**src/source/rooth_pkg.sv**
```systemverilog
// rooth bus package with word width, slave address map and register offsets
`default_nettype none

package rooth_pkg;

    // ----------------------------------------
    // bus word
    // ----------------------------------------
    localparam int CPU_WIDTH = 32;

    // ----------------------------------------
    // slave map, address bits 31..28
    // ----------------------------------------
    localparam int SLV_SEL_W = 4;
    localparam logic [SLV_SEL_W-1:0] SLV_RAM   = 4'h0;
    localparam logic [SLV_SEL_W-1:0] SLV_TIMER = 4'h1;
    localparam logic [SLV_SEL_W-1:0] SLV_GPIO  = 4'h2;

    // register offset field inside a region
    localparam int OFS_W = 8;

    // timer registers
    localparam logic [OFS_W-1:0] TIMER_CTRL  = 8'h00;
    localparam logic [OFS_W-1:0] TIMER_VALUE = 8'h04;
    localparam logic [OFS_W-1:0] TIMER_CMP   = 8'h08;

    // timer control bits
    localparam int TMR_EN_BIT   = 0;
    localparam int TMR_IE_BIT   = 1;
    localparam int TMR_PEND_BIT = 2;

    // gpio registers
    localparam logic [OFS_W-1:0] GPIO_CTRL = 8'h00;
    localparam logic [OFS_W-1:0] GPIO_DATA = 8'h04;

    // per-pin mode field, other codes leave the pin off
    localparam logic [1:0] GPIO_MODE_OUT = 2'b01;
    localparam logic [1:0] GPIO_MODE_IN  = 2'b10;

endpackage

`default_nettype wire

```
**src/source/periph_bus_if.sv**
```systemverilog
// register bus connection between a master and a slave, one word wide
`default_nettype none
`timescale 1ns/100ps

interface periph_bus_if;
    import rooth_pkg::*;

    logic [CPU_WIDTH-1:0] addr;
    logic [CPU_WIDTH-1:0] wdata;
    logic [CPU_WIDTH-1:0] rdata;
    // on the slave side req means selected this cycle
    logic                 req;
    logic                 we;

    modport master (
        output addr,
        output wdata,
        output req,
        output we,
        input  rdata
    );

    modport slave (
        input  addr,
        input  wdata,
        input  req,
        input  we,
        output rdata
    );

endinterface

`default_nettype wire

```
**src/source/gpio.sv**
```systemverilog
// GPIO block with 2-bit pin modes, data register and sampled pin inputs
`default_nettype none
`timescale 1ns/100ps

module gpio #(
    parameter int GPIO_NUM = 16
) (
    input  wire                 clk,
    input  wire                 arst_n_i,
    periph_bus_if.slave         bus,
    input  wire  [GPIO_NUM-1:0] pin_i,
    output logic [GPIO_NUM-1:0] pin_o,
    output logic [GPIO_NUM-1:0] pin_oe_o
);
    import rooth_pkg::*;

    logic [2*GPIO_NUM-1:0] mode_q;
    logic [GPIO_NUM-1:0]   data_q;
    logic [GPIO_NUM-1:0]   pin_q;
    logic [GPIO_NUM-1:0]   data_rd;
    logic [OFS_W-1:0]      ofs;
    logic                  wr;

    assign ofs = bus.addr[OFS_W-1:0];
    assign wr  = bus.req & bus.we;

    // ----------------------------------------
    // registers and pin sampling
    // ----------------------------------------
    always_ff @(posedge clk or negedge arst_n_i) begin
        if (!arst_n_i) begin
            mode_q <= '0;
            data_q <= '0;
            pin_q  <= '0;
        end else begin
            if (wr && ofs == GPIO_CTRL) begin
                mode_q <= bus.wdata[2*GPIO_NUM-1:0];
            end
            if (wr && ofs == GPIO_DATA) begin
                data_q <= bus.wdata[GPIO_NUM-1:0];
            end
            // one flop on the pads
            pin_q <= pin_i;
        end
    end

    // per-pin drive and read select
    always_comb begin
        for (int i = 0; i < GPIO_NUM; i++) begin
            pin_oe_o[i] = (mode_q[2*i +: 2] == GPIO_MODE_OUT);
            data_rd[i]  = (mode_q[2*i +: 2] == GPIO_MODE_IN) ? pin_q[i] : data_q[i];
        end
    end

    assign pin_o = data_q;

    always_comb begin
        bus.rdata = '0;
        case (ofs)
            GPIO_CTRL: bus.rdata[2*GPIO_NUM-1:0] = mode_q;
            GPIO_DATA: bus.rdata[GPIO_NUM-1:0]   = data_rd;
            default: ;
        endcase
    end

endmodule

`default_nettype wire

```
**src/flat_wrapper.sv**
```systemverilog
// flat-port wrapper written by rule: the top's interface ports become plain ports
module gpio_flat import rooth_pkg::*;
#(
    parameter int GPIO_NUM = 16
)
  (clk, arst_n_i, pin_i, pin_o, pin_oe_o, bus_addr, bus_wdata, bus_req, bus_we, bus_rdata);
  periph_bus_if bus_i ();
  input  wire clk;
  input  wire arst_n_i;
  input  wire  [GPIO_NUM-1:0] pin_i;
  output logic [GPIO_NUM-1:0] pin_o;
  output logic [GPIO_NUM-1:0] pin_oe_o;
  input wire logic [$bits(bus_i.addr)-1:0] bus_addr;
  input wire logic [$bits(bus_i.wdata)-1:0] bus_wdata;
  input wire logic [$bits(bus_i.req)-1:0] bus_req;
  input wire logic [$bits(bus_i.we)-1:0] bus_we;
  output wire logic [$bits(bus_i.rdata)-1:0] bus_rdata;
  assign bus_i.addr = bus_addr;
  assign bus_i.wdata = bus_wdata;
  assign bus_i.req = bus_req;
  assign bus_i.we = bus_we;
  assign bus_rdata = bus_i.rdata;
  gpio #(.GPIO_NUM(GPIO_NUM)) u_core (.clk(clk), .arst_n_i(arst_n_i), .bus(bus_i), .pin_i(pin_i), .pin_o(pin_o), .pin_oe_o(pin_oe_o));
endmodule
```
**config.mk**
```make
export PLATFORM = sky130hd
export DESIGN_NAME = gpio_flat
export DESIGN_NICKNAME = d
export VERILOG_FILES = /design/src/source/rooth_pkg.sv /design/src/source/periph_bus_if.sv /design/src/source/gpio.sv /design/src/flat_wrapper.sv
export SDC_FILE = /design/constraint.sdc
export NUM_CORES = 1
export LEC_CHECK = 0
export BUFFER_PORTS_ARGS = -buffer_cell sky130_fd_sc_hd__buf_2
export CORE_UTILIZATION = 35
export CTS_CLUSTER_DIAMETER = 60
export CTS_CLUSTER_SIZE = 16
export DETAILED_ROUTE_END_ITERATION = 6
export GPL_TIMING_DRIVEN = 0
export HOLD_SLACK_MARGIN = 0.03
export SLEW_MARGIN = 30
export SYNTH_ARGS = -nofsm -noshare
export SYNTH_HDL_FRONTEND = slang
export SYNTH_SLANG_ARGS = --single-unit
export TNS_END_PERCENT = 5
```
**constraint.sdc**
```tcl
create_clock -name clk -period 3.7 [get_ports clk]
set_input_delay 0.74 -clock clk [delete_from_list [all_inputs] [get_ports clk]]
set_output_delay 0.74 -clock clk [all_outputs]
set_load 0.01 [all_outputs]
```
==> After elaboration in Yosys (flattened, before gate mapping) <==
Cells that the tools add are included.
{ "classes": {"n_bitwise": 1, "n_shift": 0, "add_sub_neg": 0, "n_reduce_logical": 3, "n_eq_ne": 33, "div": 0, "muxes": 18, "n_mul": 0, "order_cmp": 0} }
{ "op_table": {"columns": ["op", "n"], "rows": [
  ["equality test 2 x 1 -> 1 bit (second input constant)", 16],
  ["equality test 2 bit (second input constant)", 16],
  ["one-hot mux 16 bit (2 select lines)", 1],
  ["2-to-1 mux 1 bit", 16],
  ["2-to-1 mux 16 bit", 1],
  ["equality test 8 x 3 -> 1 bit (second input constant)", 1],
  ["logical NOT 8 bit", 1],
  ["logical AND 1 bit", 2],
  ["bitwise AND 1 bit", 1]
]} }
{ "totals": {"latch_bits": 0, "memories": 0, "romBits": 0, "ram_bits": 0, "regBits": 64} }

==> Depth between registers and ports, before layout <==
{ "logic_depth": {"depth_word": 3, "mapped_depth": 6, "depth_no_buf": 3} }

==> Worst setup path after synthesis <==
No wires, ideal clock.
{ "synth_timing": {"path_kind": "in2out", "from": "in bus_addr[2]", "to": "out bus_rdata[21]", "arrival_time_ps": 1899, "setup_slack_ps": 1061, "path_stages": 5, "path_cell_list": "clkbuf_1 or4_4 nor2_1 clkbuf_1 and2_1"} }
{ "synth_via": {"elab_chain_cells": 2} }
{ "synth_rtl": {"columns": ["item", "line_no", "source"], "rows": [
  ["start: declaration", "flat_wrapper.sv:13", "input wire logic [$bits(bus_i.addr)-1:0] bus_addr;"],
  ["logical NOT 8 bit", "gpio.sv:59", "case (ofs)"],
  ["2-to-1 mux 16 bit", "gpio.sv:59", null],
  ["end: declaration", "flat_wrapper.sv:17", "output wire logic [$bits(bus_i.rdata)-1:0] bus_rdata;"]
]} }
Every way passes these cells.

==> Worst setup path after layout <==
{ "layout_timing": {"from": "in bus_addr[5]", "to": "out bus_rdata[26]"} }
The elaborated chain is that of the path after synthesis.

==> flow_summary.yaml <==
critical_path:
  critical_path.n_buffers_inverters: 3
  cp_slowest_stage_delay_ps: 530
  setup.worst_path.start_class: "primary input"
  worst_setup_path_end_kind: "output port"
  worst_ep_required_time_ps: 2960
  critical_path_top_delay_cell: "or4_4"
  cpMostUsedCell: "buf_2"
  regToRegSetupSlack_ps: 2890
  cp_cell_sequence: "buf_2 > or4_4 > nor2_1 > clkbuf_1 > and2_1 > buf_2"
  timing.critical_path.max_delay_family: "simple AND/OR/NAND/NOR gates"
  critical_path_arrival_ps: 2570
  cp_max_fo: 10
  crit_type: "primary input to output port"
sta:
  timing.final.hold_violations: 0
  achievable_freq_mhz: 302
  timing.final.setup_violations: 0
  timing.final.crit_period_ps: 3310
  worst_slew_pin_slew_ps: 787
  rsz0062_at_grt: "no"
  maxSlewViolCount: 0
  slew_headroom_pct: 47.5
  finalSetupTns_ps: 0
  final.period_utilization_pct: 89.6
  clock-skew-final_ps: 0
cells_and_area:
  final.fill_count: 771
  antenna-diode-count: 0
  finish.net_count: 447
  areaGrowthSynthToFinish_pct: 31.5
  drive_above_1_share_pct: 52.4
  finalCoreUtilization_pct: 48.2
cts:
  cts_repair_resize_count: 0
  clock-root-buffer: "clkbuf_8"
  clk_path_buf_depth: 2
  insertion_delay_ps: 330
  cts.reportedPaths.clkPinSlew_ps: 70
  cts.repair_timing.setup_buffer_count: 0
  cts_inserted_buffers: 9
  cts-htree-levels: 3
  clock_sinks: 64
  cts-hold-fix-buffers: 0
  tritoncts: "built"
detailed_routing:
  drt_pass1_iterations: 5
  detail_route.wl_per_cell_um: 15.8
  remaining_drc_errors: 0
  via_count: 2187
  drt_iter0_markers: 63
  vias_per_cell: 4.62
  drtAntennaViolNets: 0
  postRouteWirelength_um: 7470
job:
  maxCapViolCount: 0
power:
  total_power_divided_by_cell_area_mw_per_mm2: 364
  p_int_mw: 1.13
  power.total_mw: 1.46
  net_sw_share_pct: 22.8
  clock_share_of_power_pct: 41.7
  vdd.ir_drop.worst_uv: 143
  total_leakage_power_nw: 2.23
  pwr-share-comb_pct: 7.9
  pwr-share-seq_pct: 50.4
  switching_power_mw: 0.333
global_routing:
  antenna_found_initial: 0
  overall_overflow_remaining_after_global_route: 0
  grtUsageTotal_pct: 17.0
  grt_pass1_wl_um: 11200
  maximum_number_of_pins_on_one_net_before_global_route_repair: 36
  number_of_global_route_vias_before_repair: 2146
place:
  dp_hpwl_um: 5530
  gpl.final_weighted_congestion: 0.749
  io_buffer_count: 122
floorplanning:
  horizontal_die_dimension_um: 95.5
  design.core.area_mm2: 0.00834
  initial_core_util_pct: 36.7
  die_y_um: 95.5
  num_io_pins: 148
  placementRows: 33
  overall_die_area_mm2: 0.00912
yosys:
  ys_seq_elements: 64
  synth-seq-area-share_pct: 52.3
  synth.top_cells.by_area: "dfrtp_1 (52%), mux2_4 (15%), mux2_2 (6.6%)"
  synth_warnings: 0
  synthDistinctLibCells: 22
  synth_area_mm2: 0.00306
  synth_top_cell_by_area: "dfrtp_1"
  post_synth_inst_count: 229
  yosys.area.top_type_share_pct: 52.3
  net_count_after_synthesis: 313
  syn_area_per_cell_um2: 13.4
hold_path:
  worstHoldPathType: "primary input to asynchronous set/reset pin"
outcome:
  status: "complete, no violations"
==> metrics by stage <==
stage | worst slack (ps) | area (um^2) | cells | hold WS, ps
floorplan | 1060 | 3060 | 229 | 444
global placement | 350 | 3800 | 456 | 510
detailed placement | 314 | 3820 | 457 | 521
CTS | 312 | 4020 | 473 | 322
global route | 268 | 4020 | 473 | 341
finish | 386 | 4020 | 473 | 319
==> path summary, 6_finish.rpt <==
check | cells past startpoint | to | start
worst max-delay path | 6 | bus_rdata[26] | bus_addr[5]
worst min-delay path | 1 | u_core.mode_q[24] | arst_n_i
worst max register to register | 1 | u_core.mode_q[1] | u_core.mode_q[1]
worst min register to register | 1 | u_core.pin_o[12] | u_core.pin_o[12]
max in group asynchronous | 2 | u_core.pin_o[15] | arst_n_i
min in group clk | 1 | u_core.pin_q[11] | pin_i[11]
==> registers in the layout, indices dropped and copies added, names as in the netlist <==
name / count
u_core.mode_q: 32
u_core.pin_q: 16
u_core.pin_o: 16
==> placed cells by master, fill, tap and decap left out, types with 2 or more instances in the layout <==
cell type  synthesis  final
mux2i_1           15     15
nor3_1             2      2
nor2_1            16     16
clkbuf_1           6      8
buf_12             3      4
mux2_2            18     18
dfrtp_1           64     64
mux2_4            30     30
a211oi_1          15     15
nor2b_1           32     32
buf_2              1    122
and2_1            16     16
clkbuf_8           0     11
clkinv_2           0      2
or4_4              2      2
==> area by class of cell <==
class,instances,area [um^2],share of cell area [%]
Tap cell,105,131,3.26
Clock buffer,13,159,3.95
Clock inverter,3,40.0,0.995
Sequential cell,64,1600,39.8
Timing Repair Buffer,123,633,15.7
Buffer,11,98.8,2.46
Multi-Input combinational cell,154,1360,33.8
==> logic make-up (layout without fill, tap and decap cells) <==
group                  count (synthesis)  after routing  share of synthesized area, %
AO/OA/AOI/OAI                         16             16                          3.84
buffers and inverters                 11            150                          3.23
flip-flops                            64             64                          52.3
multiplexers                          63             63                          26.2
AND/OR/NAND/NOR                       75             75                          14.4
==> Yosys cell counts <==
library cell and number:
a211oi_1 15, a21oi_1 1, and2_1 16, and2_2 1
buf_12 3, buf_2 1, buf_6 1, clkbuf_1 6
dfrtp_1 64, mux2_2 18, mux2_4 30, mux2i_1 15
nand2_1 1, nand2b_1 1, nand4_1 1, nor2_1 16
nor2b_1 32, nor3_1 2, nor3b_1 1, nor4_1 1
or3b_1 1, or4_4 2
==> power by group through the flow <==
| stage | Combinational [mW] | Sequential (mW) | Clock, mW |
|---|---|---|---|
| 6_report | 0.116 | 0.737 | 0.610 |
| 5_1_grt | 0.130 | 0.740 | 0.658 |
| 4_1_cts | 0.119 | 0.737 | 0.629 |
| 3_5_place_dp | 0.119 | 0.751 | 0 |
| 3_3_place_gp | 0.114 | 0.750 | 0 |
| 2_1_floorplan | 0.0475 | 0.749 | 0 |
==> metal layers <==
layer / vias to the layer above / part of all wire (%) / global-route usage, %
li1: 1063 / - / -
met5: - / 0 / 0
met4: 0 / 1.6 / 7.46
met2: 71 / 49 / 27.3
met1: 1042 / 44 / 22.4
met3: 11 / 4.9 / 2.87
(Power assumes the default switching activity.)
