[src/source/rooth_pkg.sv]
// rooth bus package with word width, slave address map and register offsets
`default_nettype none

package rooth_pkg;

    // ----------------------------------------
    // bus word
    // ----------------------------------------
    localparam int CPU_WIDTH = 32;

    // ----------------------------------------
    // slave map, address bits 31..28
    // ----------------------------------------
    localparam int SLV_SEL_W = 4;
    localparam logic [SLV_SEL_W-1:0] SLV_RAM   = 4'h0;
    localparam logic [SLV_SEL_W-1:0] SLV_TIMER = 4'h1;
    localparam logic [SLV_SEL_W-1:0] SLV_GPIO  = 4'h2;

    // register offset field inside a region
    localparam int OFS_W = 8;

    // timer registers
    localparam logic [OFS_W-1:0] TIMER_CTRL  = 8'h00;
    localparam logic [OFS_W-1:0] TIMER_VALUE = 8'h04;
    localparam logic [OFS_W-1:0] TIMER_CMP   = 8'h08;

    // timer control bits
    localparam int TMR_EN_BIT   = 0;
    localparam int TMR_IE_BIT   = 1;
    localparam int TMR_PEND_BIT = 2;

    // gpio registers
    localparam logic [OFS_W-1:0] GPIO_CTRL = 8'h00;
    localparam logic [OFS_W-1:0] GPIO_DATA = 8'h04;

    // per-pin mode field, other codes leave the pin off
    localparam logic [1:0] GPIO_MODE_OUT = 2'b01;
    localparam logic [1:0] GPIO_MODE_IN  = 2'b10;

endpackage

`default_nettype wire

[src/source/periph_bus_if.sv]
// register bus connection between a master and a slave, one word wide
`default_nettype none
`timescale 1ns/100ps

interface periph_bus_if;
    import rooth_pkg::*;

    logic [CPU_WIDTH-1:0] addr;
    logic [CPU_WIDTH-1:0] wdata;
    logic [CPU_WIDTH-1:0] rdata;
    // on the slave side req means selected this cycle
    logic                 req;
    logic                 we;

    modport master (
        output addr,
        output wdata,
        output req,
        output we,
        input  rdata
    );

    modport slave (
        input  addr,
        input  wdata,
        input  req,
        input  we,
        output rdata
    );

endinterface

`default_nettype wire

[src/source/rib.sv]
// rib interconnect, two masters with fixed priority onto three decoded slaves
`default_nettype none
`timescale 1ns/100ps

module rib (
    input  wire          clk,
    input  wire          arst_n_i,
    periph_bus_if.slave  m0,
    periph_bus_if.slave  m1,
    periph_bus_if.master s_ram,
    periph_bus_if.master s_timer,
    periph_bus_if.master s_gpio,
    output logic         hold_o
);
    import rooth_pkg::*;

    logic                 any_req;
    logic                 grant_q;
    logic                 sel_m1;
    logic [CPU_WIDTH-1:0] addr_mux;
    logic [CPU_WIDTH-1:0] wdata_mux;
    logic                 we_mux;
    logic [SLV_SEL_W-1:0] slv_sel;
    logic                 hit_ram;
    logic                 hit_timer;
    logic                 hit_gpio;
    logic [CPU_WIDTH-1:0] slv_rdata;

    // ----------------------------------------
    // arbitration
    // ----------------------------------------
    assign any_req = m0.req | m1.req;

    // last owner, keeps the bus parked while idle
    always_ff @(posedge clk or negedge arst_n_i) begin
        if (!arst_n_i) begin
            grant_q <= 1'b0;
        end else if (any_req) begin
            grant_q <= m1.req;
        end
    end

    // debug port wins, idle cycles stay on the last owner
    assign sel_m1 = m1.req | (~m0.req & grant_q);

    // core is stalled whenever debug takes the bus
    assign hold_o = m1.req;

    assign addr_mux  = sel_m1 ? m1.addr : m0.addr;
    assign wdata_mux = sel_m1 ? m1.wdata : m0.wdata;
    assign we_mux    = sel_m1 ? m1.we : m0.we;

    // ----------------------------------------
    // address decode
    // ----------------------------------------
    assign slv_sel   = addr_mux[CPU_WIDTH-1 -: SLV_SEL_W];
    assign hit_ram   = (slv_sel == SLV_RAM);
    assign hit_timer = (slv_sel == SLV_TIMER);
    assign hit_gpio  = (slv_sel == SLV_GPIO);

    // only the decoded slave sees the access
    assign s_ram.req   = any_req & hit_ram;
    assign s_ram.we    = any_req & hit_ram & we_mux;
    assign s_ram.addr  = hit_ram ? addr_mux : '0;
    assign s_ram.wdata = hit_ram ? wdata_mux : '0;

    assign s_timer.req   = any_req & hit_timer;
    assign s_timer.we    = any_req & hit_timer & we_mux;
    assign s_timer.addr  = hit_timer ? addr_mux : '0;
    assign s_timer.wdata = hit_timer ? wdata_mux : '0;

    assign s_gpio.req   = any_req & hit_gpio;
    assign s_gpio.we    = any_req & hit_gpio & we_mux;
    assign s_gpio.addr  = hit_gpio ? addr_mux : '0;
    assign s_gpio.wdata = hit_gpio ? wdata_mux : '0;

    // ----------------------------------------
    // read return
    // ----------------------------------------
    always_comb begin
        case (slv_sel)
            SLV_RAM:   slv_rdata = s_ram.rdata;
            SLV_TIMER: slv_rdata = s_timer.rdata;
            SLV_GPIO:  slv_rdata = s_gpio.rdata;
            // unmapped reads 0
            default:   slv_rdata = '0;
        endcase
    end

    // losing master gets 0
    assign m1.rdata = m1.req ? slv_rdata : '0;
    assign m0.rdata = (m0.req & ~m1.req) ? slv_rdata : '0;

endmodule

`default_nettype wire

[src/flat_wrapper.sv]
// flat-port wrapper written by rule: the top's interface ports become plain ports
module rib_flat import rooth_pkg::*;
  (clk, arst_n_i, hold_o, m0_addr, m0_wdata, m0_req, m0_we, m0_rdata, m1_addr, m1_wdata, m1_req, m1_we, m1_rdata, s_ram_addr, s_ram_wdata, s_ram_req, s_ram_we, s_ram_rdata, s_timer_addr, s_timer_wdata, s_timer_req, s_timer_we, s_timer_rdata, s_gpio_addr, s_gpio_wdata, s_gpio_req, s_gpio_we, s_gpio_rdata);
  periph_bus_if m0_i ();
  periph_bus_if m1_i ();
  periph_bus_if s_ram_i ();
  periph_bus_if s_timer_i ();
  periph_bus_if s_gpio_i ();
  input  wire clk;
  input  wire arst_n_i;
  output logic hold_o;
  input wire logic [$bits(m0_i.addr)-1:0] m0_addr;
  input wire logic [$bits(m0_i.wdata)-1:0] m0_wdata;
  input wire logic [$bits(m0_i.req)-1:0] m0_req;
  input wire logic [$bits(m0_i.we)-1:0] m0_we;
  output wire logic [$bits(m0_i.rdata)-1:0] m0_rdata;
  input wire logic [$bits(m1_i.addr)-1:0] m1_addr;
  input wire logic [$bits(m1_i.wdata)-1:0] m1_wdata;
  input wire logic [$bits(m1_i.req)-1:0] m1_req;
  input wire logic [$bits(m1_i.we)-1:0] m1_we;
  output wire logic [$bits(m1_i.rdata)-1:0] m1_rdata;
  output wire logic [$bits(s_ram_i.addr)-1:0] s_ram_addr;
  output wire logic [$bits(s_ram_i.wdata)-1:0] s_ram_wdata;
  output wire logic [$bits(s_ram_i.req)-1:0] s_ram_req;
  output wire logic [$bits(s_ram_i.we)-1:0] s_ram_we;
  input wire logic [$bits(s_ram_i.rdata)-1:0] s_ram_rdata;
  output wire logic [$bits(s_timer_i.addr)-1:0] s_timer_addr;
  output wire logic [$bits(s_timer_i.wdata)-1:0] s_timer_wdata;
  output wire logic [$bits(s_timer_i.req)-1:0] s_timer_req;
  output wire logic [$bits(s_timer_i.we)-1:0] s_timer_we;
  input wire logic [$bits(s_timer_i.rdata)-1:0] s_timer_rdata;
  output wire logic [$bits(s_gpio_i.addr)-1:0] s_gpio_addr;
  output wire logic [$bits(s_gpio_i.wdata)-1:0] s_gpio_wdata;
  output wire logic [$bits(s_gpio_i.req)-1:0] s_gpio_req;
  output wire logic [$bits(s_gpio_i.we)-1:0] s_gpio_we;
  input wire logic [$bits(s_gpio_i.rdata)-1:0] s_gpio_rdata;
  assign m0_i.addr = m0_addr;
  assign m0_i.wdata = m0_wdata;
  assign m0_i.req = m0_req;
  assign m0_i.we = m0_we;
  assign m0_rdata = m0_i.rdata;
  assign m1_i.addr = m1_addr;
  assign m1_i.wdata = m1_wdata;
  assign m1_i.req = m1_req;
  assign m1_i.we = m1_we;
  assign m1_rdata = m1_i.rdata;
  assign s_ram_addr = s_ram_i.addr;
  assign s_ram_wdata = s_ram_i.wdata;
  assign s_ram_req = s_ram_i.req;
  assign s_ram_we = s_ram_i.we;
  assign s_ram_i.rdata = s_ram_rdata;
  assign s_timer_addr = s_timer_i.addr;
  assign s_timer_wdata = s_timer_i.wdata;
  assign s_timer_req = s_timer_i.req;
  assign s_timer_we = s_timer_i.we;
  assign s_timer_i.rdata = s_timer_rdata;
  assign s_gpio_addr = s_gpio_i.addr;
  assign s_gpio_wdata = s_gpio_i.wdata;
  assign s_gpio_req = s_gpio_i.req;
  assign s_gpio_we = s_gpio_i.we;
  assign s_gpio_i.rdata = s_gpio_rdata;
  rib u_core (.clk(clk), .arst_n_i(arst_n_i), .m0(m0_i), .m1(m1_i), .s_ram(s_ram_i), .s_timer(s_timer_i), .s_gpio(s_gpio_i), .hold_o(hold_o));
endmodule
[config.mk]
export PLATFORM = sky130hd
export DESIGN_NAME = rib_flat
export DESIGN_NICKNAME = d
export VERILOG_FILES = /design/src/source/rooth_pkg.sv /design/src/source/periph_bus_if.sv /design/src/source/rib.sv /design/src/flat_wrapper.sv
export SDC_FILE = /design/constraint.sdc
export NUM_CORES = 1
export LEC_CHECK = 0
export ABC_AREA = 1
export BUFFER_PORTS_ARGS = -buffer_cell sky130_fd_sc_hd__buf_2
export CORE_AREA = 2 2 194 196
export DETAILED_ROUTE_END_ITERATION = 8
export DIE_AREA = 0 0 196 198
export PLACE_DENSITY_LB_ADDON = 0.25
export SYNTH_ARGS = -nofsm -noshare
export SYNTH_HDL_FRONTEND = slang
export SYNTH_SLANG_ARGS = --single-unit
[constraint.sdc]
create_clock -name clk -period 2.1 [get_ports clk]
set_input_delay 0.42 -clock clk [delete_from_list [all_inputs] [get_ports clk]]
set_output_delay 0.42 -clock clk [all_outputs]
set_load 0.02 [all_outputs]
# == Word-level counts from Yosys, hierarchy flattened ==
# Index checks and enable logic that the tools add are counted.
# classes
n_eq_ne,2
muxes,12
n_bitwise,12
n_reduce_logical,1
# ops
op,n
$mux 32,10
$pmux 32 s3,1
$and 1x1->1,8
$eq 4x1->1 const B,1
$eq 4x2->1 const B,1
$logic_not 4->1,1
$not 1->1,2
$or 1x1->1,2
$mux 1,1
# word_totals
reg_bits,1
inputBits,230
wordCells,28

# == Longest topological paths before layout ==
# Gate-level depths: netlist of run 1.
# depth
ltp_word,7
depth_mapped,12
depth_no_buf,9

# == Worst setup path after synthesis of run 1 ==
# No wires, ideal clock.
# synth_timing
path_kind,input to output
start,input port m1_req
end,output port s_gpio_we
t_arrival_ns,1.680
required_ns,1.680
path_slack_ns,0.000
stages,7
path_buffers,2
path_cell_list,buf_4 -> inv_4 -> nand3_1 -> nand2_2 -> buf_4 -> nand3_2 -> nor3_1
# synth_between
elab_chain_len,5
# synth_lines
element,line_no,text
from (decl),flat_wrapper.sv:19,input wire logic [$bits(m1_i.req)-1:0] m1_req;
$or 1x1->1,rib.sv:44,assign sel_m1 = m1.req | (~m0.req & grant_q);
$mux 32,rib.sv:49,assign addr_mux = sel_m1 ? m1.addr : m0.addr;
$eq 4x2->1,rib.sv:59,assign hit_gpio = (slv_sel == SLV_GPIO);
$and 1x1->1,rib.sv:73,assign s_gpio.we = any_req & hit_gpio & we_mux;
$and 1x1->1 *,rib.sv:73,
to (decl),flat_wrapper.sv:35,output wire logic [$bits(s_gpio_i.we)-1:0] s_gpio_we;
# Mark *: on every way between the ends. The rest lies on a longest branch, timed or not.

# == Worst setup path after layout of run 1 ==
# layout_timing
start,input port m0_req
end,output port s_gpio_addr[8]
# layout_between
elab_chain_len,6
# layout_lines
element,line_no,text
from (decl),flat_wrapper.sv:14,input wire logic [$bits(m0_i.req)-1:0] m0_req;
$not 1->1 *,rib.sv:44,
$and 1x1->1 *,rib.sv:44,
$or 1x1->1 *,rib.sv:44,
$mux 32 *,rib.sv:49,
$eq 4x2->1,rib.sv:59,
$mux 32 *,rib.sv:74,assign s_gpio.addr = hit_gpio ? addr_mux : '0;
to (decl),flat_wrapper.sv:32,output wire logic [$bits(s_gpio_i.addr)-1:0] s_gpio_addr;
# Marks and branches as above.

==> impl_results.md, run 1 <==
- Final hold viol count: 0
- RSZ-0062 raised after global routing: yes
- Met2 usage: 0.276
- Violated checks: negative setup slack
- Top Registers: u_core.grant_q: 1 flops
- Fin area: 10800 µm²
- Vias in the first global route: 6459
- Fraction of the cycle the final worst path needs: 1.07
- First-pass detailed-route iteration total: 4
- DRT Wirelength: 30600 µm
- Placement-stage worst setup slack: -0.282 ns
- GPL Wtd Cong: 0.834
- Slew Viols, Final: 0
- Setup crit end kind: output port
- Net count reported at finish: 1387
- HPWL Detailed: 19100 µm
- Worst EP required: 1.68 ns
- Ports: 493
- Mapped cell area: 3160 µm²
- Clock insertion delay at the later pin of the skew report: 0 ns
- Final min period: 2.24 ns
- Wirelength per Cell: 18.8 µm
- Fin cells: 1631
- CORE AREA: 37000 µm²
- Die H: 198 µm
- Number of cells after detailed placement: 1569
- Iter 0 DRT Violations: 184
- Most flops, register: u_core.grant_q
- Commonest non-fill, non-tap cells in the layout: buf_2 (252), buf_6 (195), nor2_4 (100)
- Die width: 196 µm
- Critical path launch point type: input port
- Total GRT Usage: 0.140
- Mapped Cells: 612
- GRT overflow: 0
- Met3 usage: 0.0128
- HP Class: input port to asynchronous set/reset pin
- Row count: 71
- Power, Total: 2210 µW
- Met1 Use GR: 0.163
- DRC viols: 0
- Global-route wire length before repair: 41300 µm
- Share of post-route cells with drive strength above 1: 0.747
- Initial antenna violation count: 1
- Cts hold-fix bufs: 0
- Worst hold slack: 0.196 ns
- Synthesized flop and latch total: 1
- Peak supply drop: 0.000106 V
- Critical Path AT: 1.82 ns
- Total number of vias: 6699
- Most common cell after layout, fill and taps aside: buf_2
- Final worst setup slack: -0.140 ns
- Setup Viol. Count Final: 234
- Max FFs per register: 1
- Pwr Density: 205 nW/µm²
- Seq/Total Area, Yosys: 0.00792
- Area delta synth->final: 241%
- Syn avg cell area: 5.16 µm²
- Clock slew at reported path FFs: 0 ns
- LEAKAGE: 0.00541 µW
- Clock skew: 0 ns
- IO Port Bufs: 482
- Antenna viol nets, final: 0
- Slew @ Worst Pin: 0.555 ns
- Crit Path Class: input port to output port
- Routed vias/inst: 4.11
- Area after DPL: 6480 µm²
- Slew HR: 0.619
- Status: complete, but fails checks
- Pin count of the biggest net entering global routing: 35
- Initial core utilization: 0.0855
- CP Max Fanout: 6
- Unique masters post-synth: 19
- Grt peak-use layer: met2
- Synth warn: 0
- Max Cap Viol: 0
- Peak Freq: 446 MHz
- Die area: 38800 µm²
==> cell type report <==
class	instances	area (µm²)
fillers	3913	26200
repair buffers	606	5670
multi-input cells	475	4190
well taps	474	593
inverters	73	299
flip-flops and latches	1	26.3
diodes	2	5.00
==> timing repair <==
action | in CTS | in global routing
gates cloned | 24 | 6
pin swaps | 100 | 35
setup buffers | 17 | 16
gates resized for setup | 645 | 264
setup endpoints to repair | 252 | 252
==> power by group <==
group	total [µW]	switching [µW]	internal (µW)	leakage [µW]
clock	0.000128	0	0.000128	0.0000000127
sequential	24.4	3.24	21.2	0.00000999
combinational	2190	1160	1030	0.00540
==> metrics by stage <==
stage,utilization,TNS (ns)
finish,0.292,-17.01
global route,0.292,-37.11
CTS,0.258,-21.85
detailed placement,0.175,-38.96
global placement,0.175,-37.48
floorplan,-,0
==> metal layers <==
metal  vias up  part of all wire
met4         0             0.018
li1       3120                 -
met2       333              0.55
met3        31             0.053
met5         -                 0
met1      3215              0.38
==> cell usage after synthesis <==
| cell type | n | area [µm²] |
|---|---|---|
| nand2_1 | 72 | 270 |
| inv_4 | 1 | 6.26 |
| nand3_1 | 38 | 190 |
| nand4_1 | 96 | 601 |
| inv_1 | 69 | 259 |
| clkbuf_1 | 8 | 30.0 |
| nand3b_1 | 1 | 7.51 |
| nand2_2 | 4 | 25.0 |
| buf_1 | 6 | 22.5 |
| inv_2 | 3 | 11.3 |
| nor2_1 | 186 | 698 |
| nand3_2 | 3 | 30.0 |
| buf_2 | 39 | 195 |
| buf_4 | 18 | 135 |
| buf_6 | 2 | 22.5 |
| conb_1 | 1 | 3.75 |
| nor3_1 | 3 | 15.0 |
| mux2i_1 | 61 | 611 |
| dfrtp_1 | 1 | 25.0 |
==> worst paths after layout <==
kind | start | to | slack, ns | cells after the start
max | m0_req | s_gpio_addr[8] | -0.14 | 10
min reg2reg | u_core.grant_q$_DFFE_PN0N_ | u_core.grant_q$_DFFE_PN0N_ | 0.87 | 3
min | arst_n_i | u_core.grant_q$_DFFE_PN0N_ | 0.20 | 1
max reg2reg | u_core.grant_q$_DFFE_PN0N_ | u_core.grant_q$_DFFE_PN0N_ | 1.13 | 3
max in group asynchronous | arst_n_i | u_core.grant_q$_DFFE_PN0N_ | 1.81 | 1
min in group clk | u_core.grant_q$_DFFE_PN0N_ | u_core.grant_q$_DFFE_PN0N_ | 0.87 | 3
==> worst max-delay path, stage by stage <==
cell and delay, ns:
buf_12 0.11, clkinv_8 0.04, nand2_8 0.06, nand2_8 0.11, buf_8 0.16, bufbuf_16 0.31, mux2i_1 0.21, buf_4 0.18
nor2_1 0.04, buf_2 0.15
==> kinds of logic after synthesis <==
logic type / share of synthesized area
buffers and inverters: 0.216
multiplexers: 0.193
AND/OR/NAND/NOR: 0.582
flip-flops: 0.00792
other: 0.00119
No activity file was read; power rests on OpenSTA's default activity.
==> inputs of run 2 (changes only) <==
--- a/config.mk
+++ b/config.mk
@@ -6,10 +6,10 @@
 export NUM_CORES = 1
 export LEC_CHECK = 0
 export ABC_AREA = 1
-export BUFFER_PORTS_ARGS = -buffer_cell sky130_fd_sc_hd__buf_2
-export CORE_AREA = 2 2 194 196
+export CORE_AREA = 2 2 190 192
 export DETAILED_ROUTE_END_ITERATION = 8
-export DIE_AREA = 0 0 196 198
+export DIE_AREA = 0 0 192 194
+export DONT_BUFFER_PORTS = 1
 export PLACE_DENSITY_LB_ADDON = 0.25
 export SYNTH_ARGS = -nofsm -noshare
 export SYNTH_HDL_FRONTEND = slang
==> run 2 against run 1 <==
The run now ends clean. Global-route usage shrank 3.4 points. Setup slack improved by 0.18 ns. Final cell count decreased by 20%. Flip-flop and latch count stayed put. Critical path depth decreased by 1. Combinational power decreased by 38%. Fmax grew 8.6%. Register-to-register slack worse by 0.15 ns. Via count is 22% lower. Critical path type unchanged. Largest cell class is now multi-input combinational cells.
==> impl_results.md, run 2 (synthesized netlist as in run 1, its figures left out) <==
- Initial antenna violation count: 1 (unchanged)
- Share of post-route cells with drive strength above 1: 0.513 (-0.234)
- Routed vias/inst: 4.00 (-2.5%)
- Initial core utilization: 0.0897 (+0.00420)
- Fraction of the cycle the final worst path needs: 0.982 (-0.0847)
- Total number of vias: 5205 (-22%)
- RSZ-0062 raised after global routing: yes
- Area delta synth->final: 105%
- Clock insertion delay at the later pin of the skew report: 0 ns (unchanged)
- Setup crit end kind: output port
- Multi-input gate area: 2890 µm² (-31%)
- Global-route wire length before repair: 30000 µm (-27%)
- Most flops, register: u_core.grant_q
- IO Port Bufs: 0 (-100%)
- DRC viols: 0 (unchanged)
- Cts hold-fix bufs: 0 (unchanged)
- Iter 0 DRT Violations: 235 (+28%)
- HPWL Detailed: 18600 µm (-2.6%)
- Worst hold slack: 0.124 ns (-0.0718 ns)
- Final min period: 2.06 ns (-0.178 ns)
- Peak Freq: 485 MHz (+8.6%)
- First-pass detailed-route iteration total: 4 (unchanged)
- Top Registers: u_core.grant_q: 1 flops
- Row count: 69 (-2.8%)
- LEAKAGE: 0.00343 µW (-37%)
- Commonest non-fill, non-tap cells in the layout: buf_4 (250), nor2_1 (175), nand4_1 (96)
- Clock slew at reported path FFs: 0 ns (unchanged)
- Pwr Density: 212 nW/µm² (+3.2%)
- Peak supply drop: 0.000117 V (+11%)
- Total GRT Usage: 0.106 (-0.0338)
- Fin area: 6470 µm² (-40%)
- Critical path launch point type: input port
- Vias in the first global route: 4749 (-26%)
- Critical Path AT: 1.64 ns (-0.18 ns)
- Clock skew: 0 ns (unchanged)
- Fillers: 4027 (+2.9%)
- Die area: 37200 µm² (-4.0%)
- GRT overflow: 0 (unchanged)
- HP Class: input port to asynchronous set/reset pin
- GPL Wtd Cong: 0.878 (+5.4%)
- CP Max Fanout: 35 (+29)
- Pin count of the biggest net entering global routing: 38 (+8.6%)
- Wirelength per Cell: 18.4 µm (-2.0%)
- Max FFs per register: 1 (unchanged)
- Setup Viol. Count Final: 0 (-100%)
- Most common cell after layout, fill and taps aside: buf_4
- Antenna viol nets, final: 0 (unchanged)
- Net count reported at finish: 1070 (-23%)
- Die width: 192 µm (-2.0%)
- Final hold viol count: 0 (unchanged)
- CORE AREA: 35200 µm² (-4.7%)
- Slew Viols, Final: 0 (unchanged)
- Ports: 493 (unchanged)
- Max Cap Viol: 0 (unchanged)
- DRT Wirelength: 23900 µm (-22%)
- Area after DPL: 5630 µm² (-13%)
- FF+latch area: 26.3 µm² (unchanged)
- Status: finished, final reports clean
- Worst EP required: 1.68 ns (about the same)
- Die H: 194 µm (-2.0%)
- Crit Path Class: input port to output port
==> run 2: final timing paths <==
| check | startpoint | to | slack, ns | cells past startpoint |
|---|---|---|---|---|
| min reg2reg | u_core.grant_q$_DFFE_PN0N_ | u_core.grant_q$_DFFE_PN0N_ | 1.04 | 4 |
| max reg2reg | u_core.grant_q$_DFFE_PN0N_ | u_core.grant_q$_DFFE_PN0N_ | 0.98 | 4 |
| max | m1_req | s_timer_wdata[16] | 0.04 | 9 |
| max in group asynchronous | arst_n_i | u_core.grant_q$_DFFE_PN0N_ | 1.90 | 0 |
| min in group clk | m1_req | hold_o | 0.84 | 0 |
| min | arst_n_i | u_core.grant_q$_DFFE_PN0N_ | 0.12 | 0 |
==> run 2: metrics by stage <==
| step | util | setup TNS (ns) | std cells | setup slack, ns | total power, µW |
|---|---|---|---|---|---|
| finish | 0.184 | 0 | 1300 | 0.0378 | 1370 |
| global route | 0.184 | -0.350 | 1300 | -0.0379 | 1450 |
| CTS | 0.168 | -0.126 | 1283 | -0.0267 | 1210 |
| detailed placement | 0.160 | -6.77 | 1278 | -0.314 | 1130 |
| global placement | 0.160 | -9.24 | 1278 | -0.319 | 1130 |
| floorplan | - | 0 | 621 | 0.00618 | 676 |
==> run 2: cell type report <==
type | instances | area share
well taps | 461 | 0.0891
repair buffers | 290 | 0.415
inverters | 73 | 0.0458
diodes | 1 | 0.000387
flip-flops and latches | 1 | 0.00406
multi-input cells | 474 | 0.446
==> run 2: report_power, final <==
group          switching (µW)    leakage, µW  total (µW)  internal (µW)
Sequential               2.89     0.00000999        24.1           21.2
Combinational             762        0.00342        1350            585
Clock                       0  0.00000000634   0.0000637      0.0000637
Total                     765        0.00343        1370            606
==> run 2: critical path, stage by stage <==
cell	delay, ns
inv_4	0.05
nand2_1	0.11
nand3_1	0.14
nand2_4	0.14
nand3_4	0.14
buf_12	0.19
buf_4	0.16
nor2_1	0.10
buf_4	0.15
==> run 2: what timing repair did <==
item                                    in CTS  in global routing
pin swaps                                    5                 19
setup buffers                                2                  7
gates cloned                                 3                  9
endpoints found under the setup margin     158                189
hold endpoints to repair                     0                  0
resized for setup                           70                 99
==> run 2: per-layer routing <==
layer / GRT usage / up-vias / part of all wire
li1: - / 2454 / -
met1: 0.124 / 2395 / 0.38
met2: 0.200 / 320 / 0.52
met3: 0.0129 / 36 / 0.071
met4: 0.0263 / 0 / 0.031
met5: 0 / - / 0
