`src/source/rooth_pkg.sv`:
```
// rooth bus package with word width, slave address map and register offsets
`default_nettype none

package rooth_pkg;

    // ----------------------------------------
    // bus word
    // ----------------------------------------
    localparam int CPU_WIDTH = 32;

    // ----------------------------------------
    // slave map, address bits 31..28
    // ----------------------------------------
    localparam int SLV_SEL_W = 4;
    localparam logic [SLV_SEL_W-1:0] SLV_RAM   = 4'h0;
    localparam logic [SLV_SEL_W-1:0] SLV_TIMER = 4'h1;
    localparam logic [SLV_SEL_W-1:0] SLV_GPIO  = 4'h2;

    // register offset field inside a region
    localparam int OFS_W = 8;

    // timer registers
    localparam logic [OFS_W-1:0] TIMER_CTRL  = 8'h00;
    localparam logic [OFS_W-1:0] TIMER_VALUE = 8'h04;
    localparam logic [OFS_W-1:0] TIMER_CMP   = 8'h08;

    // timer control bits
    localparam int TMR_EN_BIT   = 0;
    localparam int TMR_IE_BIT   = 1;
    localparam int TMR_PEND_BIT = 2;

    // gpio registers
    localparam logic [OFS_W-1:0] GPIO_CTRL = 8'h00;
    localparam logic [OFS_W-1:0] GPIO_DATA = 8'h04;

    // per-pin mode field, other codes leave the pin off
    localparam logic [1:0] GPIO_MODE_OUT = 2'b01;
    localparam logic [1:0] GPIO_MODE_IN  = 2'b10;

endpackage

`default_nettype wire

```
`src/source/periph_bus_if.sv`:
```
// register bus connection between a master and a slave, one word wide
`default_nettype none
`timescale 1ns/100ps

interface periph_bus_if;
    import rooth_pkg::*;

    logic [CPU_WIDTH-1:0] addr;
    logic [CPU_WIDTH-1:0] wdata;
    logic [CPU_WIDTH-1:0] rdata;
    // on the slave side req means selected this cycle
    logic                 req;
    logic                 we;

    modport master (
        output addr,
        output wdata,
        output req,
        output we,
        input  rdata
    );

    modport slave (
        input  addr,
        input  wdata,
        input  req,
        input  we,
        output rdata
    );

endinterface

`default_nettype wire

```
`src/source/timer.sv`:
```
// timer with compare reload, pending flag and registered interrupt
`default_nettype none
`timescale 1ns/100ps

module timer (
    input  wire         clk,
    input  wire         arst_n_i,
    periph_bus_if.slave bus,
    output logic        int_o
);
    import rooth_pkg::*;

    logic                 en_q;
    logic                 ie_q;
    logic                 pend_q;
    logic [CPU_WIDTH-1:0] value_q;
    logic [CPU_WIDTH-1:0] cmp_q;
    logic [OFS_W-1:0]     ofs;
    logic                 wr;
    logic                 ctrl_wr;
    logic                 value_wr;
    logic                 cmp_wr;
    logic                 pend_clr;
    logic                 match;

    // ----------------------------------------
    // register decode
    // ----------------------------------------
    assign ofs      = bus.addr[OFS_W-1:0];
    assign wr       = bus.req & bus.we;
    assign ctrl_wr  = wr & (ofs == TIMER_CTRL);
    assign value_wr = wr & (ofs == TIMER_VALUE);
    assign cmp_wr   = wr & (ofs == TIMER_CMP);
    // pending is write-one-to-clear
    assign pend_clr = ctrl_wr & bus.wdata[TMR_PEND_BIT];

    assign match = en_q & (value_q == cmp_q);

    always_ff @(posedge clk or negedge arst_n_i) begin
        if (!arst_n_i) begin
            en_q    <= 1'b0;
            ie_q    <= 1'b0;
            pend_q  <= 1'b0;
            cmp_q   <= '0;
            value_q <= '0;
            int_o   <= 1'b0;
        end else begin
            if (ctrl_wr) begin
                en_q <= bus.wdata[TMR_EN_BIT];
                ie_q <= bus.wdata[TMR_IE_BIT];
            end
            if (cmp_wr) begin
                cmp_q <= bus.wdata;
            end
            // bus load wins over counting
            if (value_wr) begin
                value_q <= bus.wdata;
            end else if (match) begin
                value_q <= '0;
            end else if (en_q) begin
                value_q <= value_q + 1'b1;
            end
            // a new match beats a clear in the same cycle
            pend_q <= (pend_q & ~pend_clr) | match;
            int_o  <= pend_q & ie_q;
        end
    end

    // ----------------------------------------
    // read back
    // ----------------------------------------
    always_comb begin
        bus.rdata = '0;
        case (ofs)
            TIMER_CTRL: begin
                bus.rdata[TMR_EN_BIT]   = en_q;
                bus.rdata[TMR_IE_BIT]   = ie_q;
                bus.rdata[TMR_PEND_BIT] = pend_q;
            end
            TIMER_VALUE: bus.rdata = value_q;
            TIMER_CMP:   bus.rdata = cmp_q;
            default: ;
        endcase
    end

endmodule

`default_nettype wire

```
`src/flat_wrapper.sv`:
```
// flat-port wrapper written by rule: the top's interface ports become plain ports
module timer_flat import rooth_pkg::*;
  (clk, arst_n_i, int_o, bus_addr, bus_wdata, bus_req, bus_we, bus_rdata);
  periph_bus_if bus_i ();
  input  wire clk;
  input  wire arst_n_i;
  output logic int_o;
  input wire logic [$bits(bus_i.addr)-1:0] bus_addr;
  input wire logic [$bits(bus_i.wdata)-1:0] bus_wdata;
  input wire logic [$bits(bus_i.req)-1:0] bus_req;
  input wire logic [$bits(bus_i.we)-1:0] bus_we;
  output wire logic [$bits(bus_i.rdata)-1:0] bus_rdata;
  assign bus_i.addr = bus_addr;
  assign bus_i.wdata = bus_wdata;
  assign bus_i.req = bus_req;
  assign bus_i.we = bus_we;
  assign bus_rdata = bus_i.rdata;
  timer u_core (.clk(clk), .arst_n_i(arst_n_i), .bus(bus_i), .int_o(int_o));
endmodule
```
`config.mk`:
```
export PLATFORM = sky130hd
export DESIGN_NAME = timer_flat
export DESIGN_NICKNAME = d
export VERILOG_FILES = /design/src/source/rooth_pkg.sv /design/src/source/periph_bus_if.sv /design/src/source/timer.sv /design/src/flat_wrapper.sv
export SDC_FILE = /design/constraint.sdc
export NUM_CORES = 1
export LEC_CHECK = 0
export BUFFER_PORTS_ARGS = -buffer_cell sky130_fd_sc_hd__buf_2
export CAP_MARGIN = 20
export CELL_PAD_IN_SITES_DETAIL_PLACEMENT = 0
export CELL_PAD_IN_SITES_GLOBAL_PLACEMENT = 1
export CORE_ASPECT_RATIO = 0.6
export CORE_MARGIN = 2
export CORE_UTILIZATION = 38
export CTS_BUF_LIST = sky130_fd_sc_hd__clkbuf_8
export CTS_CLUSTER_SIZE = 10
export DETAILED_ROUTE_END_ITERATION = 8
export PLACE_DENSITY_LB_ADDON = 0.1
export SETUP_SLACK_MARGIN = 0.02
export SYNTH_ARGS = -nofsm -noshare
export SYNTH_HDL_FRONTEND = slang
export SYNTH_SLANG_ARGS = --single-unit
```
`constraint.sdc`:
```
create_clock -name clk -period 4 [get_ports clk]
set_input_delay 0.8 -clock clk [delete_from_list [all_inputs] [get_ports clk]]
set_output_delay 0.8 -clock clk [all_outputs]
set_load 0.005 [all_outputs]
```
; Word-level counts from Yosys, hierarchy flattened
; Cells that the tools add are included.
[op_classes]
reduce_logical = 2
muxes = 5
bitwise_logic = 10
addsub = 1
n_eq_ne = 3
[ops]
columns = operator, count
row1 = two-way mux 32 bit, 3
row2 = one-hot mux 29 bit (2 select lines), 1
row3 = adder 32 x 1 -> 32 bit (second input constant), 1
row4 = == test 32 bit, 1
row5 = one-hot mux 3 bit (3 select lines), 1
row6 = AND 1 bit, 8
row7 = == test 8 x 3 -> 1 bit (second input constant), 1
row8 = == test 8 x 4 -> 1 bit (second input constant), 1
row9 = zero test 8 bit, 1
row10 = nonzero test 3 bit, 1
row11 = inverter 1 bit, 1
row12 = OR 1 bit, 1
[word_totals]
out_inout_bits = 33
wordCells = 27
reg_bits = 68

; Longest topological paths before layout
; Gate-level depths: netlist of the first run.
[logic_depth]
depth_word = 6
depth_mapped = 9
mapped_depth_nobuf = 7

; Least setup slack after synthesis of the first run
; No wires, ideal clock.
[synth_path]
kind = input to output
startpoint = in bus_addr[7]
endpoint = out bus_rdata[11]
setup_slack_ns = 1.007
t_arrival_ns = 2.193
stages = 5
path_cell_list = nor4_1 > and4b_1 > clkbuf_1 > clkbuf_1 > a22o_1
[synth_via]
elab_chain_len = 2
[synth_rtl]
columns = element, line
row1 = start: declaration, flat_wrapper.sv:8  ; input wire logic [$bits(bus_i.addr)-1:0] bus_addr;
row2 = == test 8 x 4 -> 1 bit / == test 8 x 3 -> 1 bit (equally long branches), timer.sv:74  ; case (ofs)
row3 = one-hot mux 29 bit (2 select lines) *, timer.sv:74
row4 = end: declaration, flat_wrapper.sv:12  ; output wire logic [$bits(bus_i.rdata)-1:0] bus_rdata;
; Every way passes the cells marked *; elsewhere a longest branch is shown, timed or not.

; Final worst setup path of the first run
[layout_path]
startpoint = in bus_addr[7]
endpoint = out bus_rdata[29]
; Same word-level chain as after synthesis.

==> flow_summary_export.csv, run 1 <==
group,metric,value,unit
outcome,status,"complete, no violations",
sta,tns,0,ns
critical_path,crit_family,"simple AND/OR/NAND/NOR gates",
synth,synth-seq-area-share,39.7,%
synth,syn_nets,520,
route,dr.pass1.iters,5,
die,pin_count,101,
die,core_area,10800,um^2
die,die-area,12200,um^2
synth,ys_async_sr_fraction,100,%
synth,syn-cell-area,4290,um^2
cts,cts_buffers,9,
route,drtAntennaViolNets,0,
die,start_util,39.8,%
critical_path,slowest_delay,0.61,ns
die,die_h,86.3,um
cts,h-tree-depth,3,
layout,post_route_cells_drive_above_1_share,28.4,%
synth,syn_inst,451,
synth,yosysWarnings,0,
critical_path,crit_type,"in -> out",
global_routing,grt_usage,22.5,%
cts,clockBufferDepth,2,
critical_path,worst-path-max-fanout,11,
layout,nets,585,
cts,cts.repair.resized,0,
placement,port_buffers,76,
critical_path,start_kind,"input port",
sta,period_share,82.3,%
pwr,leakagePower,2.32,nW
cts,clkSinkCount,68,
global_routing,overflow,0,
layout,final_cell_mix,"buf_2, dfrtp_1, nor2_1, xnor2_1, mux2_2",
critical_path,cp.required,3.20,ns
sta,fin_crit,3.29,ns
synth,syn_area_per_cell,9.51,um^2
critical_path,cp_common_cell,"buf_2",
pwr,power.density,305,nW/um^2
die,rows,29,
route,avgRoutedWirePerCell,19.8,um
sta,max_freq,0.304,GHz
sta,max_slew_margin,38.8,%
route,drcViolationCount,0,
cts,clock-root-buffer,"clkbuf_8",
route,drt-total-wl,13100,um
placement,dpl.hpwl,9730,um
critical_path,r2r-end,"u_core.value_q[14]",
route,initialDrtViolationCount,255,
sta,fin_worst_skew,0.0124,ns
layout,fill_cells,1050,
critical_path,worstRegToRegCells,6,
synth,synth_edf_count,0,
layout,area_growth,16.6,%
cts,cts_setup_buffers,0,
layout,final_common_cell,"buf_2",
global_routing,grt_pass1_wl,20600,um
sta,final_hold_viol_count,0,
critical_path,arrival,2.49,ns
pwr,ir_drop,0.131,mV
synth,ys_ff_latch,68,
layout,antenna_cells,0,
synth,yosysUniqueCellTypes,45,
sta,final_max_slew_viol_count,0,
cts,cts_tree,"done",
run,cap_viol_max_count,0,
route,viasPerCell,5.64,
critical_path,cp-end-kind,"primary output",
critical_path,crit_chain,"buf_2 > nor4_1 > and4b_1 > buf_4 > a22o_1 > buf_2",
global_routing,antenna_found_initial,0,
sta,tightest_slew,0.915,ns
cts,clkTransAtPathRegs,0.08,ns
cts,clock_latency,0.36,ns
sta,setup_viol,0,
critical_path,crit_buf_inv,3,
global_routing,grt_max_degree,69,
sta,rsz0062_at_grt,"false",
placement,gp_congestion,0.890,
route,via_count,3720,
cts,hold_buffers,0,
synth,dominantRegCellSynth,"dfrtp_1",
critical_path,rrSetupSlack,0.90,ns
global_routing,first_global_vias,3626,
die,fp.dieW,141,um
min_path,worstHoldPathType,"in -> async",
sta,whs,0.448,ns
critical_path,rr_startpoint,"u_core.value_q[22]",
critical_path,cp_slowest_cell,"and4b_1",
## report_power, final
| part | internal [mW] | leakage, nW | total [mW] | switching, mW |
|---|---|---|---|---|
| logic | 0.0771 | 1.35 | 0.170 | 0.0926 |
| clock network | 0.303 | 0.0959 | 0.583 | 0.280 |
| registers | 0.715 | 0.874 | 0.773 | 0.0577 |
## cell type report
class,count,area (um^2),share of cell area (%)
timing repair buffer,87,475,9.51
inverter,6,22.5,0.450
multi-input combinational,344,2420,48.5
clock buffer,10,138,2.75
sequential,68,1700,34.0
clock inverter,6,65.1,1.30
tap,139,174,3.48
## Yosys cell counts, types with 2 or more instances
cell,number,area (um^2)
dfrtp_1,68,1700
nor2_1,54,203
xnor2_1,38,333
mux2_2,33,372
a22o_1,28,245
clkbuf_1,28,105
nand4_1,23,144
nand2_1,21,78.8
xor2_1,15,131
nor3_1,13,65.1
and3_1,12,75.1
nand3_1,12,60.1
a21oi_1,11,55.1
nor4_1,9,56.3
o31ai_1,9,67.6
and2_1,7,43.8
and4_1,7,61.3
inv_1,6,22.5
o211a_1,6,60.1
a31oi_1,5,31.3
nor3_2,5,50.1
or4_1,5,37.5
mux2i_1,4,40.0
buf_1,3,11.3
o21ai_0,3,15.0
or3_1,3,18.8
a211oi_1,2,15.0
a31o_2,2,17.5
buf_6,2,22.5
nor2b_1,2,12.5
## layer usage
layer	GRT usage (%)	vias to the layer above	share of wire (%)
met1	33.2	1804	51
met4	6.91	0	1.7
met2	32.7	120	41
met5	0	-	0
met3	5.36	16	6.3
li1	-	1780	-
## kinds of logic (layout without fill, tap and decap cells)
kind of cell | count (synthesis) | in the layout | synth area share, %
mux | 37 | 37 | 9.60
compound gates | 72 | 72 | 13.0
flops | 68 | 68 | 39.7
simple gates | 181 | 181 | 22.8
xor+xnor | 53 | 53 | 10.8
fa+ha+maj | 1 | 1 | 0.292
buf+inv | 39 | 109 | 3.76
## worst reg2reg max path, stage by stage (launching register included)
cell and delay (ns):
dfrtp_1 0.46, xor2_1 0.18, or4_1 0.53, or4_4 0.56, or3_1 0.57, nor2_4 0.52, nor3_1 0.14
## state kept, by name (all words and copies together) (netlist names)
name / flops
u_core.cmp_q: 32
u_core.en_q: 1
u_core.ie_q: 1
u_core.int_o: 1
u_core.pend_q: 1
u_core.value_q: 32
## through the flow
step | cells | cell area (um^2) | util (%) | total power [mW] | setup slack (ns)
final | 660 | 5000 | 46.4 | 1.53 | 0.709
after global routing | 660 | 5000 | 46.4 | 1.61 | 0.633
after CTS | 660 | 5000 | 46.4 | 1.54 | 0.731
after detailed placement | 644 | 4800 | 44.5 | 0.955 | 0.448
after global placement | 644 | 4800 | 44.5 | 0.952 | 0.515
after floorplan | 451 | 4290 | - | 0.869 | 1.01
## worst max-delay path by stage
stage	depth (start not counted)	endpoint	from	slack (ns)
floorplan	5	bus_rdata[11]	bus_addr[7]	1.01
finish	6	bus_rdata[29]	bus_addr[7]	0.71
CTS	6	bus_rdata[19]	bus_addr[7]	0.73
detailed placement	7	u_core.value_q[17]	bus_addr[7]	0.45
global route	7	u_core.value_q[17]	bus_addr[7]	0.63
global placement	6	u_core.value_q[13]	bus_addr[7]	0.51
No activity file was read; power rests on OpenSTA's default activity.
==> inputs of run 2 (changes only) <==
--- a/config.mk
+++ b/config.mk
@@ -5,6 +5,7 @@
 export SDC_FILE = /design/constraint.sdc
 export NUM_CORES = 1
 export LEC_CHECK = 0
+export ABC_AREA = 1
 export BUFFER_PORTS_ARGS = -buffer_cell sky130_fd_sc_hd__buf_2
 export CAP_MARGIN = 20
 export CELL_PAD_IN_SITES_DETAIL_PLACEMENT = 0
==> constraint.sdc (replaced) <==
create_clock -name clk -period 3.3 [get_ports clk]
set_input_delay 0.66 -clock clk [delete_from_list [all_inputs] [get_ports clk]]
set_output_delay 0.66 -clock clk [all_outputs]
set_load 0.005 [all_outputs]
==> run 2 against run 1 <==
Clock power rose by 35%. Largest cell class unchanged. Global-route usage down 0.63 points. Critical endpoint is now bus_rdata[31]. Sequential share of layout area is 4.8 points lower.
==> flow_summary_export.csv, run 2 <==
group,metric,value,unit
pwr,power.density,350,nW/um^2
route,drtAntennaViolNets,0,
sta,max_freq,0.386,GHz
pwr,swShare,29.7,%
cts,h-tree-depth,3,
sta,final_hold_viol_count,0,
synth,yosysWarnings,0,
layout,stdcell_count,999,
sta,fin_worst_skew,0.0104,ns
route,drcViolationCount,0,
run,cap_viol_max_count,0,
layout,nets,893,
synth,synth_edf_count,0,
die,die-area,14400,um^2
sta,max_slew_margin,39.3,%
route,avgRoutedWirePerCell,15.1,um
die,fp.dieW,154,um
critical_path,rr_startpoint,"u_core.value_q[27]",
global_routing,antenna_found_initial,0,
sta,fin_crit,2.59,ns
route,via_count,4877,
critical_path,worst-path-max-fanout,32,
die,core_area,13000,um^2
route,viasPerCell,4.88,
critical_path,cp.required,2.64,ns
sta,final_max_slew_viol_count,0,
global_routing,first_global_vias,4772,
critical_path,rrSetupSlack,0.92,ns
synth,syn_inst,758,
sta,tns,0,ns
die,rows,32,
synth,ys_top_cells_by_area,"dfrtp_1, nand2_1, inv_1, o22ai_1, nor2_1",
cts,cts.repair.resized,0,
sta,setup_viol,0,
global_routing,grt_max_degree,44,
cts,cts_buffers,9,
critical_path,worstRegToRegCells,9,
synth,yosysUniqueCellTypes,37,
pwr,power.switching,0.606,mW
synth,syn_nets,827,
pwr,pwr-share-seq,45.3,%
min_path,worstHoldPathType,"in -> async",
cts,clock-root-buffer,"clkbuf_8",
die,start_util,39.4,%
pwr,p_comb_share,16.2,%
layout,post_route_cells_drive_above_1_share,17.1,%
layout,area_growth,14.0,%
sta,period_share,78.5,%
die,die_h,93.8,um
global_routing,grt_pass1_wl,24800,um
synth,syn_area_per_cell,6.74,um^2
layout,antenna_cells,0,
layout,final_cell_mix,"nand2_1, inv_1, buf_2, dfrtp_1, nor2_1",
sta,rsz0062_at_grt,"false",
critical_path,crit_type,"in -> out",
synth,ys_async_sr_fraction,100,%
placement,gp_congestion,0.855,
placement,port_buffers,76,
cts,clock_latency,0.35,ns
route,drt-total-wl,15100,um
synth,synth_top_area_share,33.3,%
global_routing,overflow,0,
critical_path,arrival,1.93,ns
layout,final_common_cell,"nand2_1",
route,initialDrtViolationCount,274,
critical_path,r2r-end,"u_core.value_q[2]",
route,dr.pass1.iters,5,
pwr,leakagePower,3.05,nW
critical_path,cp-end-kind,"primary output",
synth,yosysTopAreaCell,"dfrtp_1",
cts,cts_tree,"done",
placement,dpl.hpwl,11100,um
synth,synth-seq-area-share,33.3,%
cts,cts_setup_buffers,0,
global_routing,grt_usage,21.9,%
synth,synth.top_cells.by_count,"nand2_1, inv_1, dfrtp_1",
critical_path,start_kind,"input port",
cts,clkTransAtPathRegs,0.08,ns
pwr,ir_drop,0.204,mV
die,pin_count,101,
synth,dominantRegCellSynth,"dfrtp_1",
sta,tightest_slew,0.911,ns
pwr,clkPwrFrac,38.5,%
outcome,status,"complete, no violations",
synth,ys_ff_latch,68,
placement,placed_cells,983,
layout,top_regs,"u_core.cmp_q (32), u_core.value_q (32)",
cts,clockBufferDepth,2,
cts,clkSinkCount,68,
synth,synth.most_common_cell,"nand2_1",
cts,hold_buffers,0,
pwr,p_int,1.43,mW
synth,syn-cell-area,5110,um^2
==> run 2: changes by cell type after synthesis, sizes merged, moves of 17 or more <==
cell    before  now
inv          6  142
o21ai        3   52
nand2       21  209
o22ai        1   48
mux2        33    0
clkbuf      28    8
buf          5   22
nor2        55   77
a22o        29    0
nand3       12   50
xnor2       38   17
==> run 2: cell type report <==
type / instances / area, um^2
Clock inverter: 6 / 80.1
Timing Repair Buffer: 85 / 460
Sequential cell: 68 / 1700
Tap cell: 170 / 213
Fill cell: 1403 / 7150
Multi-Input combinational cell: 518 / 2700
Inverter: 142 / 533
Clock buffer: 10 / 138
==> run 2: logic make-up after synthesis <==
family / Yosys count / share of synthesized area, %
compound gates: 114 / 12.6
xor+xnor: 36 / 6.17
fa+ha+maj: 1 / 0.245
buf+inv: 172 / 13.9
flops: 68 / 33.3
simple gates: 367 / 33.8
==> run 2: metal layers <==
metal,vias to the layer above,GRT usage [%],share of wire (%)
met1,2214,33.2,54
met5,-,0,0
met3,12,3.51,5.4
met4,0,4.89,0.82
met2,132,32.4,40
li1,2519,-,-
==> run 2: worst max-delay path, stage by stage <==
cell,delay (ns)
buf_2,0.10
or2_4,0.27
nor2_2,0.12
nand2_1,0.06
buf_4,0.26
o22ai_1,0.29
buf_2,0.17
==> run 2: through the flow <==
step | utilization (%) | instance area [um^2] | worst slack (ns) | power [mW] | hold WS, ns
global route | 44.9 | 5820 | 0.648 | 2.15 | 0.483
CTS | 44.9 | 5820 | 0.729 | 2.06 | 0.449
global placement | 43.2 | 5610 | 0.710 | 1.27 | 0.479
detailed placement | 43.2 | 5610 | 0.676 | 1.27 | 0.472
floorplan | - | 5110 | 1.11 | 1.15 | 0.364
finish | 44.9 | 5820 | 0.711 | 2.04 | 0.422
==> run 2: worst max path at each step <==
stage | startpoint | endpoint | slack, ns
finish | bus_addr[1] | bus_rdata[31] | 0.71
global route | bus_addr[1] | bus_rdata[31] | 0.65
CTS | bus_addr[1] | bus_rdata[31] | 0.73
detailed placement | bus_addr[1] | u_core.cmp_q[27] | 0.68
global placement | bus_addr[1] | bus_rdata[31] | 0.71
floorplan | bus_addr[1] | bus_rdata[24] | 1.11
==> run 2: power by group through the flow <==
stage / registers, mW / clock network [mW] / logic (mW)
floorplan: 0.922 / 0 / 0.226
global placement: 0.939 / 0 / 0.327
detailed placement: 0.939 / 0 / 0.330
CTS: 0.923 / 0.808 / 0.333
global route: 0.930 / 0.841 / 0.382
finish: 0.924 / 0.785 / 0.330
==> inputs of run 3 (changes only) <==
==> constraint.sdc (replaced) <==
create_clock -name clk -period 2.6 [get_ports clk]
set_input_delay 0.52 -clock clk [delete_from_list [all_inputs] [get_ports clk]]
set_output_delay 0.52 -clock clk [all_outputs]
set_load 0.005 [all_outputs]
==> run 3 against run 2 <==
First-iteration DRC count up 19%. Clock skew up 0.00081 ns. Combinational power up 27%. Count of clock-buffer cells in the layout unchanged. Clock power up 29%. Sequential power up 27%. Flip-flop and latch count unchanged. Non-clock buffer count up 3. Utilization up 0.17 points. Register-to-register slack worse by 0.21 ns. Power up 28%. Worst hold slack worse by 0.26 ns. Critical path type unchanged.
==> flow_summary_export.csv, run 3 (synthesized netlist as in run 2, its figures left out) <==
group,metric,value,unit
outcome,status,"complete, no violations",
sta,period_share,88.8,%
route,via_count,4862,
cts,h-tree-depth,3,
route,met3_length,695,um
cts,hold_buffers,0,
placement,port_buffers,76,
pwr,total_power,2.61,mW
global_routing,grt_max_degree,69,
layout,final_common_cell,"nand2_1",
layout,fill_cells,1428,
critical_path,crit_type,"in -> out",
sta,fin_crit,2.31,ns
sta,tns,0,ns
route,drcViolationCount,0,
cts,clkSinkCount,68,
critical_path,slowest_delay,0.29,ns
layout,nets,896,
sta,setup_slack,0.291,ns
placement,placed_cells,986,
cts,clkTransAtPathRegs,0.08,ns
critical_path,r2r-end,"u_core.value_q[2]",
die,pin_count,101,
die,core_area,13000,um^2
critical_path,worstRegToRegCells,9,
die,rows,32,
die,fp.dieW,154,um
pwr,p_int,1.82,mW
placement,dpl-instance-area,5630,um^2
pwr,swShare,30.2,%
layout,area_growth,14.4,%
layout,antenna_cells,0,
global_routing,grt_pass1_wl,25100,um
min_path,worstHoldPathType,"in -> async",
critical_path,rr_startpoint,"u_core.value_q[0]",
global_routing,antenna_found_initial,0,
route,dr.pass1.iters,5,
critical_path,cp-end-kind,"primary output",
placement,dp_slack,0.282,ns
die,start_util,39.4,%
sta,rsz0062_at_grt,"false",
layout,fin_area,5850,um^2
critical_path,cp-endpoint,"bus_rdata[31]",
critical_path,arrival,1.79,ns
layout,multi_input_area,2700,um^2
cts,clock-root-buffer,"clkbuf_8",
sta,setup_viol,0,
route,viasPerCell,4.85,
layout,final_cell_mix,"nand2_1, inv_1, buf_2, dfrtp_1, nor2_1",
sta,final_max_slew_viol_count,0,
route,top_layer,"met4",
die,die_h,93.8,um
placement,gp_congestion,0.867,
critical_path,cp_common_cell,"buf_2",
critical_path,crit_chain,"buf_2 > or2_4 > nor2_2 > nand2_1 > buf_4 > o22ai_1 > buf_2",
critical_path,worstSetupStartpoint,"bus_addr[1]",
route,avgRoutedWirePerCell,15.0,um
sta,fin_worst_skew,0.0112,ns
pwr,p_comb_share,16.1,%
critical_path,start_kind,"input port",
route,drt-met1-wl,8320,um
route,initialDrtViolationCount,327,
sta,max_freq,0.433,GHz
sta,final_hold_viol_count,0,
placement,dpl.hpwl,11200,um
critical_path,cp_slowest_cell,"o22ai_1",
pwr,ir_drop,0.182,mV
route,drt-total-wl,15100,um
global_routing,grt_usage,22.3,%
pwr,clkPwrFrac,38.9,%
sta,tightest_slew,0.436,ns
layout,utilization,45.1,%
layout,top_regs,"u_core.cmp_q (32), u_core.value_q (32)",
global_routing,first_global_vias,4838,
pwr,power.density,446,nW/um^2
die,die-area,14400,um^2
cts,cts_buffers,9,
cts,cts_tree,"done",
pwr,power.switching,0.787,mW
layout,ff_latch_area,1700,um^2
critical_path,worst-path-max-fanout,32,
layout,post_route_cells_drive_above_1_share,17.4,%
global_routing,overflow,0,
critical_path,cp.required,2.08,ns
cts,cts.repair.resized,0,
pwr,leakagePower,3.06,nW
cts,clockBufferDepth,2,
cts,cts_setup_buffers,0,
layout,stdcell_count,1002,
route,met2_length,5970,um
sta,whs,0.157,ns
run,cap_viol_max_count,0,
route,drtAntennaViolNets,0,
pwr,pwr-share-seq,45.0,%
sta,max_slew_margin,70.9,%
cts,clock_latency,0.36,ns
critical_path,rrSetupSlack,0.71,ns
run 3: cell types whose count changed in the layout (fill, tap and decap cells not counted):
cell   previous run  this run
buf_4             8        11
run 3: critical path: cells and delay by family:
kind	cells	cell delay (ns)
buffers and inverters	3	0.51
AND/OR/NAND/NOR	3	0.45
AO/OA/AOI/OAI	1	0.29
run 3: area by class of cell:
cell class	count	share of cell area (%)
tap	170	3.64
timing repair buffer	88	8.26
clock inverter	6	1.37
inverter	142	9.12
multi-input combinational	518	46.1
clock buffer	10	2.35
sequential	68	29.1
run 3: how the worst min path moves through the flow:
stage	endpoint	slack [ns]	depth (start not counted)
after floorplan	u_core.cmp_q[0]	0.22	0
after global placement	u_core.int_o	0.49	2
after CTS	u_core.cmp_q[28]	0.19	2
final	u_core.cmp_q[4]	0.16	2
after detailed placement	u_core.ie_q	0.50	2
after global routing	u_core.cmp_q[2]	0.22	2
run 3: power groups by stage:
stage,logic [mW],registers [mW],clock network [mW]
6_report,0.420,1.17,1.01
5_1_grt,0.485,1.18,1.08
4_1_cts,0.421,1.17,1.04
3_5_place_dp,0.416,1.19,0
3_3_place_gp,0.415,1.19,0
2_1_floorplan,0.286,1.17,0
run 3: metal layers:
layer	GRT usage (%)	vias up
li1	-	2518
met1	34.5	2232
met2	32.3	103
met3	3.83	9
met4	4.59	0
met5	0	-
